==> config.mk <==
export PLATFORM = sky130hd
export DESIGN_NAME = batchFilterTop
export DESIGN_NICKNAME = d
export VERILOG_FILES = /design/src/hdl/filterPkg.sv /design/src/hdl/batchSequencer.sv /design/src/hdl/sampleBank.sv /design/src/hdl/recursionStage.sv /design/src/hdl/bidirFilterCore.sv /design/src/hdl/batchFilterTop.sv
export SDC_FILE = /design/constraint.sdc
export NUM_CORES = 2
export LEC_CHECK = 0
export BUFFER_PORTS_ARGS = -buffer_cell sky130_fd_sc_hd__buf_4
export CAP_MARGIN = 15
export CORE_MARGIN = 1
export CORE_UTILIZATION = 43
export CTS_BUF_LIST = sky130_fd_sc_hd__clkbuf_16
export CTS_CLUSTER_DIAMETER = 50
export DETAILED_ROUTE_END_ITERATION = 10
export SLEW_MARGIN = 0
export SYNTH_ARGS = -nofsm -noshare
export SYNTH_HDL_FRONTEND = slang
export SYNTH_SLANG_ARGS = --single-unit
export TNS_END_PERCENT = 30
==> constraint.sdc <==
create_clock -name clk -period 16.9 [get_ports clk]
set_input_delay 0.845 -clock clk [delete_from_list [all_inputs] [get_ports clk]]
set_output_delay 0.845 -clock clk [all_outputs]
set_load 0.03 [all_outputs]
==> src/hdl/filterPkg.sv <==
package filterPkg;

    // Recursion state and factor format
    parameter int STATE_W = 24;
    parameter int FRAC = 15;
    parameter int FACTOR_W = 16;

    // Names the bank currently being written
    typedef enum logic [1:0] {
        PHASE0 = 2'd0,
        PHASE1 = 2'd1,
        PHASE2 = 2'd2,
        PHASE3 = 2'd3
    } phaseT;

    // Symbol to signed level, 2*sym - (2^symW - 1)
    function automatic logic signed [STATE_W-1:0] levelOf(input int sym, input int symW);
        int lvl;
        lvl = 2 * sym - ((1 << symW) - 1);
        return STATE_W'(lvl);
    endfunction

endpackage

==> src/hdl/batchSequencer.sv <==
`timescale 1ns/1ps

module batchSequencer #(
    parameter int DEPTH = 32
) (
    input  logic                     clk,
    input  logic                     arstN,
    output logic [$clog2(DEPTH)-1:0] batCount,
    output logic [$clog2(DEPTH)-1:0] batCountRev,
    output filterPkg::phaseT         phase,
    output logic                     phaseEnd,
    output logic                     warm
);
    localparam int ADDR_W = $clog2(DEPTH);
    localparam logic [ADDR_W-1:0] LAST = ADDR_W'(DEPTH - 1);

    logic [1:0] endCount;

    assign phaseEnd = (batCount == LAST);
    assign batCountRev = LAST - batCount;

    // Batch address, wraps at DEPTH
    always_ff @(posedge clk or negedge arstN) begin
        if (!arstN) begin
            batCount <= '0;
        end else begin
            batCount <= batCount + ADDR_W'(1);
        end
    end

    always_ff @(posedge clk or negedge arstN) begin
        if (!arstN) begin
            phase <= filterPkg::PHASE0;
        end else if (phaseEnd) begin
            phase <= filterPkg::phaseT'(phase + 2'd1);
        end
    end

    // Warm after the fourth completed phase
    always_ff @(posedge clk or negedge arstN) begin
        if (!arstN) begin
            endCount <= 2'd0;
            warm <= 1'b0;
        end else if (phaseEnd && !warm) begin
            if (endCount == 2'd3) begin
                warm <= 1'b1;
            end else begin
                endCount <= endCount + 2'd1;
            end
        end
    end

endmodule

==> src/hdl/sampleBank.sv <==
`timescale 1ns/1ps

module sampleBank #(
    parameter int DEPTH = 32,
    parameter int SYM_W = 3
) (
    input  logic                     clk,
    input  logic [SYM_W-1:0]         sample,
    input  filterPkg::phaseT         phase,
    input  logic [$clog2(DEPTH)-1:0] batCount,
    input  logic [$clog2(DEPTH)-1:0] batCountRev,
    output logic [SYM_W-1:0]         lhSym,
    output logic [SYM_W-1:0]         fwdSym,
    output logic [SYM_W-1:0]         bwdSym
);
    // Four rotating banks, indexed by bank number
    logic [SYM_W-1:0] mem [4][DEPTH];

    logic [1:0] wrBank;
    logic [1:0] lhBank;
    logic [1:0] oldBank;

    // Bank p is written, p-1 looked ahead, p-3 filtered both ways
    assign wrBank = phase;
    assign lhBank = phase - 2'd1;
    assign oldBank = phase - 2'd3;

    always_ff @(posedge clk) begin
        mem[wrBank][batCount] <= sample;
    end

    // Newest finished batch, read in reverse
    always_ff @(posedge clk) begin
        lhSym <= mem[lhBank][batCountRev];
    end

    // Oldest batch, both directions at once
    always_ff @(posedge clk) begin
        fwdSym <= mem[oldBank][batCount];
        bwdSym <= mem[oldBank][batCountRev];
    end

endmodule

==> src/hdl/recursionStage.sv <==
`timescale 1ns/1ps

module recursionStage #(
    parameter logic signed [filterPkg::FACTOR_W-1:0] FACTOR = 16'sd16384
) (
    input  logic                                clk,
    input  logic                                arstN,
    input  logic signed [filterPkg::STATE_W-1:0] level,
    input  logic                                load,
    input  logic signed [filterPkg::STATE_W-1:0] loadVal,
    output logic signed [filterPkg::STATE_W-1:0] state
);
    localparam int STATE_W = filterPkg::STATE_W;
    localparam int PROD_W = filterPkg::STATE_W + filterPkg::FACTOR_W;

    logic signed [STATE_W-1:0] base;
    logic signed [PROD_W-1:0]  product;
    logic signed [PROD_W-1:0]  scaled;
    logic signed [STATE_W-1:0] nextState;

    // Start value takes the place of the fed-back state
    assign base = load ? loadVal : state;
    assign product = base * FACTOR;
    assign scaled = product >>> filterPkg::FRAC;

    // Wraps at STATE_W bits
    assign nextState = scaled[STATE_W-1:0] + level;

    always_ff @(posedge clk or negedge arstN) begin
        if (!arstN) begin
            state <= '0;
        end else begin
            state <= nextState;
        end
    end

endmodule

==> src/hdl/bidirFilterCore.sv <==
`timescale 1ns/1ps

module bidirFilterCore #(
    parameter int DEPTH = 32,
    parameter int SYM_W = 3,
    parameter logic signed [filterPkg::FACTOR_W-1:0] FWD_FACTOR = 16'sd24576,
    parameter logic signed [filterPkg::FACTOR_W-1:0] BWD_FACTOR = 16'sd16384
) (
    input  logic                               clk,
    input  logic                               arstN,
    input  logic [SYM_W-1:0]                   lhSym,
    input  logic [SYM_W-1:0]                   fwdSym,
    input  logic [SYM_W-1:0]                   bwdSym,
    input  filterPkg::phaseT                   phase,
    input  logic [$clog2(DEPTH)-1:0]           batCount,
    input  logic [$clog2(DEPTH)-1:0]           batCountRev,
    input  logic                               phaseEnd,
    input  logic                               warm,
    output logic signed [filterPkg::STATE_W:0] out,
    output logic                               outValid
);
    localparam int ADDR_W = $clog2(DEPTH);
    localparam int STATE_W = filterPkg::STATE_W;

    logic signed [STATE_W-1:0] lhLevel;
    logic signed [STATE_W-1:0] fwdLevel;
    logic signed [STATE_W-1:0] bwdLevel;
    logic signed [STATE_W-1:0] lhState;
    logic signed [STATE_W-1:0] fwdState;
    logic signed [STATE_W-1:0] bwdState;
    logic signed [STATE_W-1:0] lhInit;

    logic              endDly;
    logic              rdFirst;
    logic              bwdFirst;
    logic              fwdLoad;
    logic [ADDR_W-1:0] addrDly [3];
    logic [ADDR_W-1:0] addrRevDly [3];
    logic [2:0]        selDly;
    logic [2:0]        warmDly;
    logic              wrSel;
    logic              rdSel;

    logic signed [STATE_W-1:0] fwdMem [2][DEPTH];
    logic signed [STATE_W-1:0] bwdMem [2][DEPTH];
    logic signed [STATE_W-1:0] fwdRd;
    logic signed [STATE_W-1:0] bwdRd;

    // Lookahead sees the bank data directly, fwd and bwd one stage later
    assign lhLevel = filterPkg::levelOf(int'(lhSym), SYM_W);

    always_ff @(posedge clk) begin
        fwdLevel <= filterPkg::levelOf(int'(fwdSym), SYM_W);
        bwdLevel <= filterPkg::levelOf(int'(bwdSym), SYM_W);
    end

    // rdFirst: first lookahead read, bwdFirst: first fwd/bwd level
    always_ff @(posedge clk or negedge arstN) begin
        if (!arstN) begin
            endDly <= 1'b0;
            rdFirst <= 1'b0;
            bwdFirst <= 1'b0;
            addrDly[0] <= '0;
            addrDly[1] <= '0;
            addrDly[2] <= '0;
            addrRevDly[0] <= '0;
            addrRevDly[1] <= '0;
            addrRevDly[2] <= '0;
            selDly <= '0;
            warmDly <= '0;
        end else begin
            endDly <= phaseEnd;
            rdFirst <= endDly;
            bwdFirst <= rdFirst;
            addrDly[0] <= batCount;
            addrDly[1] <= addrDly[0];
            addrDly[2] <= addrDly[1];
            addrRevDly[0] <= batCountRev;
            addrRevDly[1] <= addrRevDly[0];
            addrRevDly[2] <= addrRevDly[1];
            selDly <= {selDly[1:0], phase[0]};
            warmDly <= {warmDly[1:0], warm};
        end
    end

    // Lookahead final state is still on lhState during rdFirst
    always_ff @(posedge clk or negedge arstN) begin
        if (!arstN) begin
            lhInit <= '0;
        end else if (rdFirst) begin
            lhInit <= lhState;
        end
    end

    // Forward starts clean on batch 0, then never restarts
    assign fwdLoad = bwdFirst && (phase == filterPkg::PHASE3) && !warm;

    recursionStage #(.FACTOR(BWD_FACTOR)) lookahead_i (
        .clk(clk), .arstN(arstN), .level(lhLevel),
        .load(rdFirst), .loadVal('0), .state(lhState)
    );

    recursionStage #(.FACTOR(FWD_FACTOR)) forward_i (
        .clk(clk), .arstN(arstN), .level(fwdLevel),
        .load(fwdLoad), .loadVal('0), .state(fwdState)
    );

    recursionStage #(.FACTOR(BWD_FACTOR)) backward_i (
        .clk(clk), .arstN(arstN), .level(bwdLevel),
        .load(bwdFirst), .loadVal(lhInit), .state(bwdState)
    );

    // Ping-pong by delayed phase parity
    assign wrSel = selDly[2];
    assign rdSel = ~wrSel;

    always_ff @(posedge clk) begin
        fwdMem[wrSel][addrDly[2]] <= fwdState;
        bwdMem[wrSel][addrRevDly[2]] <= bwdState;
    end

    assign fwdRd = fwdMem[rdSel][addrDly[2]];
    assign bwdRd = bwdMem[rdSel][addrDly[2]];

    // One extra bit, so no wrap on the sum
    always_ff @(posedge clk) begin
        out <= {fwdRd[STATE_W-1], fwdRd} + {bwdRd[STATE_W-1], bwdRd};
    end

    always_ff @(posedge clk or negedge arstN) begin
        if (!arstN) begin
            outValid <= 1'b0;
        end else begin
            outValid <= warmDly[2];
        end
    end

endmodule

==> src/hdl/batchFilterTop.sv <==
`timescale 1ns/1ps

module batchFilterTop #(
    parameter int DEPTH = 32,
    parameter int SYM_W = 3,
    parameter logic signed [filterPkg::FACTOR_W-1:0] FWD_FACTOR = 16'sd24576,
    parameter logic signed [filterPkg::FACTOR_W-1:0] BWD_FACTOR = 16'sd16384
) (
    input  logic                               clk,
    input  logic                               arstN,
    input  logic [SYM_W-1:0]                   sample,
    output logic signed [filterPkg::STATE_W:0] out,
    output logic                               outValid
);
    localparam int ADDR_W = $clog2(DEPTH);

    logic [ADDR_W-1:0] batCount;
    logic [ADDR_W-1:0] batCountRev;
    filterPkg::phaseT  phase;
    logic              phaseEnd;
    logic              warm;
    logic [SYM_W-1:0]  lhSym;
    logic [SYM_W-1:0]  fwdSym;
    logic [SYM_W-1:0]  bwdSym;

    batchSequencer #(.DEPTH(DEPTH)) seq_i (
        .clk(clk), .arstN(arstN), .batCount(batCount), .batCountRev(batCountRev),
        .phase(phase), .phaseEnd(phaseEnd), .warm(warm)
    );

    sampleBank #(.DEPTH(DEPTH), .SYM_W(SYM_W)) bank_i (
        .clk(clk), .sample(sample), .phase(phase),
        .batCount(batCount), .batCountRev(batCountRev),
        .lhSym(lhSym), .fwdSym(fwdSym), .bwdSym(bwdSym)
    );

    bidirFilterCore #(
        .DEPTH(DEPTH), .SYM_W(SYM_W),
        .FWD_FACTOR(FWD_FACTOR), .BWD_FACTOR(BWD_FACTOR)
    ) core_i (
        .clk(clk), .arstN(arstN),
        .lhSym(lhSym), .fwdSym(fwdSym), .bwdSym(bwdSym),
        .phase(phase), .batCount(batCount), .batCountRev(batCountRev),
        .phaseEnd(phaseEnd), .warm(warm),
        .out(out), .outValid(outValid)
    );

endmodule

-- Yosys cells after proc, flatten, opt, wreduce, memory -nomap -nowiden
Memories as Yosys holds them, arrays and structs flattened.
Index checks and enable logic that the tools add are counted.
- add/subtract/negate cells: 13
- multipliers: 1
- order comparisons: 7
- equality and inequality tests: 3
- mux-type cells: 24
- bitwise logic cells: 6
- reductions and logical operators: 9
- operator list (kind ; number):
    binary-select mux 24 bit (select 5 bit) ; 2
    demux 24 bit (select 5 bit) ; 2
    two-way mux 24 bit ; 9
    adder 24 bit ; 3
    binary-select mux 3 bit (select 5 bit) ; 3
    multiplier 24 x 3 -> 26 bit (second input constant) ; 1
    adder 24 x 24 -> 25 bit ; 1
    >= comparator 6 bit (second input constant) ; 4
    NOT 5 -> 6 bit ; 4
    two-way mux 3 bit ; 7
    less-than comparator 6 x 1 -> 1 bit (second input constant) ; 3
    demux 3 bit (select 5 bit) ; 1
    subtractor 4 x 3 -> 5 bit (second input constant) ; 3
    logical AND 1 bit ; 6
    adder 5 x 1 -> 5 bit (second input constant) ; 1
    equality test 5 bit (second input constant) ; 1
    subtractor 5 bit (first input constant) ; 1
    adder 2 x 1 -> 2 bit (second input constant) ; 2
    equality test 2 bit (second input constant) ; 2
    AND reduction 2 bit ; 2
    NOT 1 bit ; 2
    subtractor 2 x 1 -> 2 bit (second input constant) ; 1
    subtractor 2 bit (second input constant) ; 1
    logical NOT 1 bit ; 1
- bits in registers: 228
- memory bits (writable): 3456
- input port bits: 5
- output and inout bits: 26
- word-level logic and storage cells: 92
- memories: 3
- memory list (name ; depth ; bits a word ; read ports ; clocked after Yosys merged registers in ; wr ports ; RTL line ; RTL):
    core_i.bwdMem ; 2 ; 768 ; 1 ; 0 ; 1 ; bidirFilterCore.sv:45 ; logic signed [STATE_W-1:0] bwdMem [2][DEPTH];
    core_i.fwdMem ; 2 ; 768 ; 1 ; 0 ; 1 ; bidirFilterCore.sv:44 ; logic signed [STATE_W-1:0] fwdMem [2][DEPTH];
    bank_i.mem ; 4 ; 96 ; 2 ; 0 ; 1 ; sampleBank.sv:17 ; logic [SYM_W-1:0] mem [4][DEPTH];

-- Logic depth before layout (Yosys ltp)
- word-level depth: 6
- depth in mapped cells: 26
- mapped depth without buffers: 24

-- Hierarchy
A second synthesis with hierarchy kept.
- cell total of the unflattened synthesis: 7421
- area total of the unflattened synthesis: 149295.7 µm²
- modules (own cells, without submodules) (module ; times used ; cells each ; area an instance (µm²) ; seq. area each (µm²)):
    bidirFilterCore ; 1 ; 5214 ; 120635.7 ; 94470.6
    sampleBank ; 1 ; 1330 ; 20525.9 ; 11711.2
    recursionStage (core_i.forward_i) ; 1 ; 395 ; 3485.8 ; 600.6
    recursionStage (core_i.lookahead_i) ; 1 ; 230 ; 2154.6 ; 600.6
    recursionStage (core_i.backward_i) ; 1 ; 223 ; 2090.8 ; 600.6
    batchSequencer ; 1 ; 29 ; 402.9 ; 250.2

-- Least setup slack after synthesis
OpenSTA, ideal clock, no wires.
- path kind: reg2reg
- start: register seq_i.phase[0]
- end: register core_i.forward_i.state[22] (netlist name)
- library setup time: 0.080 ns
- arrival: 5.337 ns
- required time: 16.820 ns
- setup slack: 11.483 ns
- cell stages (with the launch flop): 25
- path buffers: 2
- clock period less this slack: 5.417 ns
- path through: dfrtp_1 > ha_1 > clkbuf_1 > nand3b_1 > clkbuf_1 > and2_1 > ha_1 > ha_1 > fa_1 > a21oi_1 > o21bai_1 > a2111oi_0 > or3_1 > nand3_1 > o21a_1 > nor2_1 > xnor2_1 > ha_1 > a21o_1 > a21oi_1 > a41oi_1 > a221o_1 > a221o_1 > a21oi_1 > xnor2_1
- cells in the longest elaborated chain, start to end: 6
- ends and longest elaborated chain (what ; RTL line ; RTL):
    from (decl) ; batchSequencer.sv:10 ; output filterPkg::phaseT phase,
    from (signal assigned) ; batchSequencer.sv:33 ; phase <= filterPkg::PHASE0;
    from (signal assigned) ; batchSequencer.sv:35 ; phase <= filterPkg::phaseT'(phase + 2'd1);
    equality test 2 bit ; bidirFilterCore.sv:96 ; assign fwdLoad = bwdFirst && (phase == filterPkg::PHASE3) && !warm;
    logical AND 1 bit (2 in series) ; bidirFilterCore.sv:96 ;
    two-way mux 24 bit ; recursionStage.sv:22 ; assign base = load ? loadVal : state;
    multiplier 24 x 3 -> 26 bit ; recursionStage.sv:23 ; assign product = base * FACTOR;
    adder 24 bit ; recursionStage.sv:27 ; assign nextState = scaled[STATE_W-1:0] + level;
    named net core_i.forward_i.nextState[22] ; recursionStage.sv:19 ; logic signed [STATE_W-1:0] nextState;
    to (signal assigned) ; recursionStage.sv:33 ; state <= nextState;
    to (decl) ; recursionStage.sv:11 ; output logic signed [filterPkg::STATE_W-1:0] state
The timed path passes the listed nets, and every way through them passes these cells.
A chain may end at the register's enable or synchronous reset.

-- Worst setup path in the final report
- start: register core_i.selDly[2]
- end: register core_i.out[22] (netlist name)
- cells in the longest elaborated chain, start to end: 6
- elaborated cells between the ends (all ways): 10
- classes of those cells: 1 x add/sub; 6 x mux; 1 x bitwise; 2 x memory
- ends and longest elaborated chain (what ; RTL line ; RTL):
    from (decl) ; bidirFilterCore.sv:39 ; logic [2:0] selDly;
    from (signal assigned) ; bidirFilterCore.sv:81 ; selDly <= {selDly[1:0], phase[0]};
    NOT 1 bit (*) ; bidirFilterCore.sv:115 ; assign rdSel = ~wrSel;
    memory read (2 x 768 bit) (on tied branches) ; - ;
    binary-select mux 24 bit (select 5 bit) (on tied branches) ; bidirFilterCore.sv:122, bidirFilterCore.sv:123 ;
    two-way mux 24 bit (on tied branches) (2 in series) ; bidirFilterCore.sv:122, bidirFilterCore.sv:123 ;
    adder 24 x 24 -> 25 bit (*) ; bidirFilterCore.sv:127 ; out <= {fwdRd[STATE_W-1], fwdRd} + {bwdRd[STATE_W-1], bwdRd};
    to (signal assigned) ; bidirFilterCore.sv:127 ;
    to (decl) ; bidirFilterCore.sv:19 ; output logic signed [filterPkg::STATE_W:0] out,
Mark *: on every way between the ends. The rest lies on a longest branch, timed or not. The select of a mux whose other input is x is not followed.

==> results.md <==
* Syn Area/Cell at 21.12 um^2
* HP Start: sample[0]
* Placement Setup Slack at 9.209 ns
* Chip width at ~590 um
* FP Rows at between 200 and 250
* Max Used Layer: met5
* Synth Register Bits at 3637
* Clk pin slew, worst setup/hold paths at approximately 0.06 ns
* Crit path launch: core_i.selDly[2]
* Largest family of logic cells by synthesized area: multiplexers
* CTS tree: done
* Worst Path Buf+Inv at 3
* Clock Skew at 0.1082 ns
* Critical register-to-register path startpoint: core_i.selDly[2]
* Clk buf depth at 4
* Met2 WL at about 180000 um
* Post-synthesis mux area share at around a fifth
* Largest net degree at the start of global routing at 133
* Total global-route track usage at 21.73%
* Synth Area in Compound Gates at under 10%
* Final WS setup at roughly 9 ns
* Area Overhead vs Synth at 13.47%
* Synth Area in Simple Gates at 2.233%
* GR Overflow Total at 0
* Cell area after synthesis at 146900 um^2
* TritonCTS Buffers at between 400 and 500
* Worst path slowest cell: dfrtp_4
* DIE AREA at 343900 um^2
* Adder-Cell Fraction of Synth Area at 1.304%
* Synth Area in XOR/XNOR at less than 1%
* Worst-margin pin slew at 1.156 ns
* Startpoint types: register
* Post-synth top area share at 70.67%
* Main synth FF type: edfxtp_1
* Internal cell power at 14750 uW
* IO Pins at 31
* RSZ-0062 raised after global routing: no
* Post-synth top area cell: edfxtp_1
* Port bufs at 30
* Placed insts at between 10000 and 15000
* Leakage at around 0.054 uW
* First-pass GRT wire length at 536400 um
* Met3 routed WL at 28340 um
* Synth warnings at 0
* Post-synth EDFFs at approximately 3500
* Min-delay worst type: in2reg
* Failing checks: design-rule violations
* Final setup viols at 0
* Synth area leaders: edfxtp_1 71%, mux4_2 16%, mux2i_1 2.7%
* CP Max Fanout at slightly above 80
* Syn Inst Count at 6952
* Ys async rst share at 3.877%
* Placer congestion estimate at roughly 0.87
* Routed wire length at 374300 um
* ANT nets after route at 0
* Drt wl/cell at 30.82 um
* Logic gate share of total power at ~1.3%
* Worst-Skew Late Latency at around 0.99 ns
* Critical path class: reg2reg
* Relative slew slack at 22.94%
* Yosys cell types at 74
* CP top delay family: buffers and inverters
* Initial Utilization at ~43%
* H-tree Lvls at 5
* Max Cap Viol at 0
* Number of global-route vias before repair at 72583
* Initial antenna violation count at 19
* Pwr Total at 18580 uW
* Achievable frequency at 130.9 MHz
* Met1 Routed Length at 159300 um
* Vias/cell at 5.971
* Total power per unit cell area at 111.5 nW/um^2
* Layout Cells excl Fill at 12146
* Die extent in y at just under 600 um
* Seq/Total Area, Yosys at ~74%
* Pins Over Slew Limit at 0
* Pre-Repair DR Iteration Count at 11
* TNS Setup at 0 ns
* Commonest non-fill, non-tap cell in the layout: edfxtp_1
* Register share of total power at 52.6%
* Vias at ~73000
* DRC viols at 12
* CP peak stage delay at 0.90 ns
* Hold Vio Cnt, Final at 0
* Most frequent CP cell: buf_4
* Proportion of layout cells with a drive suffix above 1 at 28.51%
* Status: finished, violations left
* Worst path required time at 17.79 ns
* VDD IR-drop max at 0.00008587 V
* Clk pwr share at 46.0%
* Switching Fraction at 20.60%
* Final period utilization at 45.22%
* CTS Root Cell: clkbuf_16
* Critical Path AT at roughly 8.5 ns
* Psw at 3826 uW
* Sink Count at 3637
* Synthesized net count at 7107
* DRT iter0 DRCs at 8402
* CP Cell Sequence: buf_12 -> buf_4 -> buf_4 -> mux4_2 -> mux2i_1 -> o22ai_1 -> or4_1 -> ha_1 -> nand2_1 -> o21ai_0 -> o21a_1 -> a41oi_1 -> o211a_1 -> o41ai_2 -> a21oi_1 -> o21bai_1 -> xor2_1
* DP Wirelength at 218300 um
* Critical path endpoint category: register
* CORE AREA at 339800 um^2
* # nets final at 7418
* Commonest cells after routing, fill and taps aside: 3456 x edfxtp_1, 1030 x mux4_2, 406 x clkbuf_16
* Minimum clock period after layout at 7.641 ns
-- registers in the layout, indices dropped and copies added, names as in the netlist, 2 cells and up --
register                  flops
core_i.lookahead_i.state     23
seq_i.phase                   2
bank_i.lhSym                  3
bank_i.mem                  384
bank_i.bwdSym                 3
core_i.selDly                 3
core_i.warmDly                3
core_i.bwdLevel               3
core_i.fwdMem              1536
seq_i.batCount                4
core_i.addrDly               15
core_i.addrRevDly            13
core_i.bwdMem              1536
seq_i.endCount                2
core_i.forward_i.state       24
core_i.fwdLevel               3
core_i.lhInit                23
core_i.out                   25
core_i.backward_i.state      24
bank_i.fwdSym                 3
-- worst paths after layout --
kind,end,slack (ns),depth (start not counted)
setup / recovery,core_i.out[22],9.26,17
hold / removal,bank_i.mem[0][69],0.26,1
setup reg to reg,core_i.out[22],9.26,17
hold reg to reg,core_i.fwdLevel[2],0.33,0
max in group asynchronous,core_i.addrDly[0],14.52,4
min in group asynchronous,core_i.outValid,0.39,2
-- cell usage after synthesis (6+ instances only) --
library cell     n
buf_1           94
xor2_1          34
edfxtp_1      3456
a41oi_1         10
ha_1           145
o21ai_1          6
mux2_2          46
xnor2_1         66
and3_1          22
buf_6            9
nor2b_1         47
or3_1           10
nand3b_1        13
o21ai_0         47
nand3_1         35
nand2b_1        19
nor2_1         318
and2_1          38
a21oi_1         79
dfrtp_1        141
a32oi_1          8
inv_1           52
a21o_1          38
o21a_1          20
mux2i_1        392
nor3_1          13
a31oi_1         12
buf_2           92
or4_1           46
nand2_1         90
o21bai_1        13
o211ai_1         8
dfxtp_1         40
mux4_2        1030
nand4_1         11
buf_4            8
o22ai_1        194
clkbuf_1       170
a21boi_0         6
-- power groups by stage --
| stage | Combinational (uW) | Sequential, uW | Clock, uW |
|---|---|---|---|
| 2_1_floorplan | 188 | 9960 | 0 |
| 3_3_place_gp | 243 | 9970 | 0 |
| 3_5_place_dp | 250 | 9970 | 0 |
| 4_1_cts | 252 | 9780 | 8680 |
| 5_1_grt | 281 | 9780 | 9020 |
| 6_report | 250 | 9780 | 8550 |
-- worst reg2reg max path, cell delays in order, from the launching register on --
cell and delay, ns:
dfrtp_4 0.90, buf_12 0.55, buf_4 0.95, buf_4 0.73
mux4_2 0.60, mux2i_1 0.77, o22ai_1 0.18, or4_1 0.71
ha_1 0.43, nand2_1 0.09, o21ai_0 0.25, o21a_1 0.16
a41oi_1 0.09, o211a_1 0.33, o41ai_2 0.44, a21oi_1 0.14
o21bai_1 0.16, xor2_1 0.15
-- kinds of logic after synthesis --
family | after synthesis
and+or+nand+nor | 680
adders and majority gates | 150
xor gates and xnor gates | 100
muxes | 1468
AOI/OAI and AO/OA | 491
DFF | 3637
buffers and inverters | 426
-- routing by layer --
| metal | up-vias | global-route usage, % |
|---|---|---|
| met5 | - | 0 |
| met4 | 6 | 6.244 |
| met3 | 560 | 3.330 |
| met2 | 3059 | 33.78 |
| met1 | 39064 | 31.96 |
| li1 | 29835 | - |
-- cell type report --
class                   instances  area [um^2]
well taps                    4536         5675
clock buffers                 406        10160
clock inverters               338         2877
inverters                      53        200.2
repair buffers                279         2213
multi-input cells            2889        37310
flip-flops and latches       3637       108200
fillers                     27178       173100
diodes                          8        20.02
-- stage by stage --
stage               hold WS, ns  area (um^2)  util, %
CTS                      0.1932       166600    49.04
finish                   0.2607       166600    49.04
detailed placement       0.3212       153600    45.20
floorplan                0.3096       146900        -
global route             0.2478       166600    49.04
global placement         0.3255       153600    45.20
-- timing repair --
action / 4_1_cts / 5_1_grt
hold buffers: 1 / 0
setup endpoints to repair: 0 / 0
setup buffers: 0 / 0
gates resized for setup: 0 / 0
endpoints found under the hold margin: 37 / 0
No activity file was read; power rests on OpenSTA's default activity.
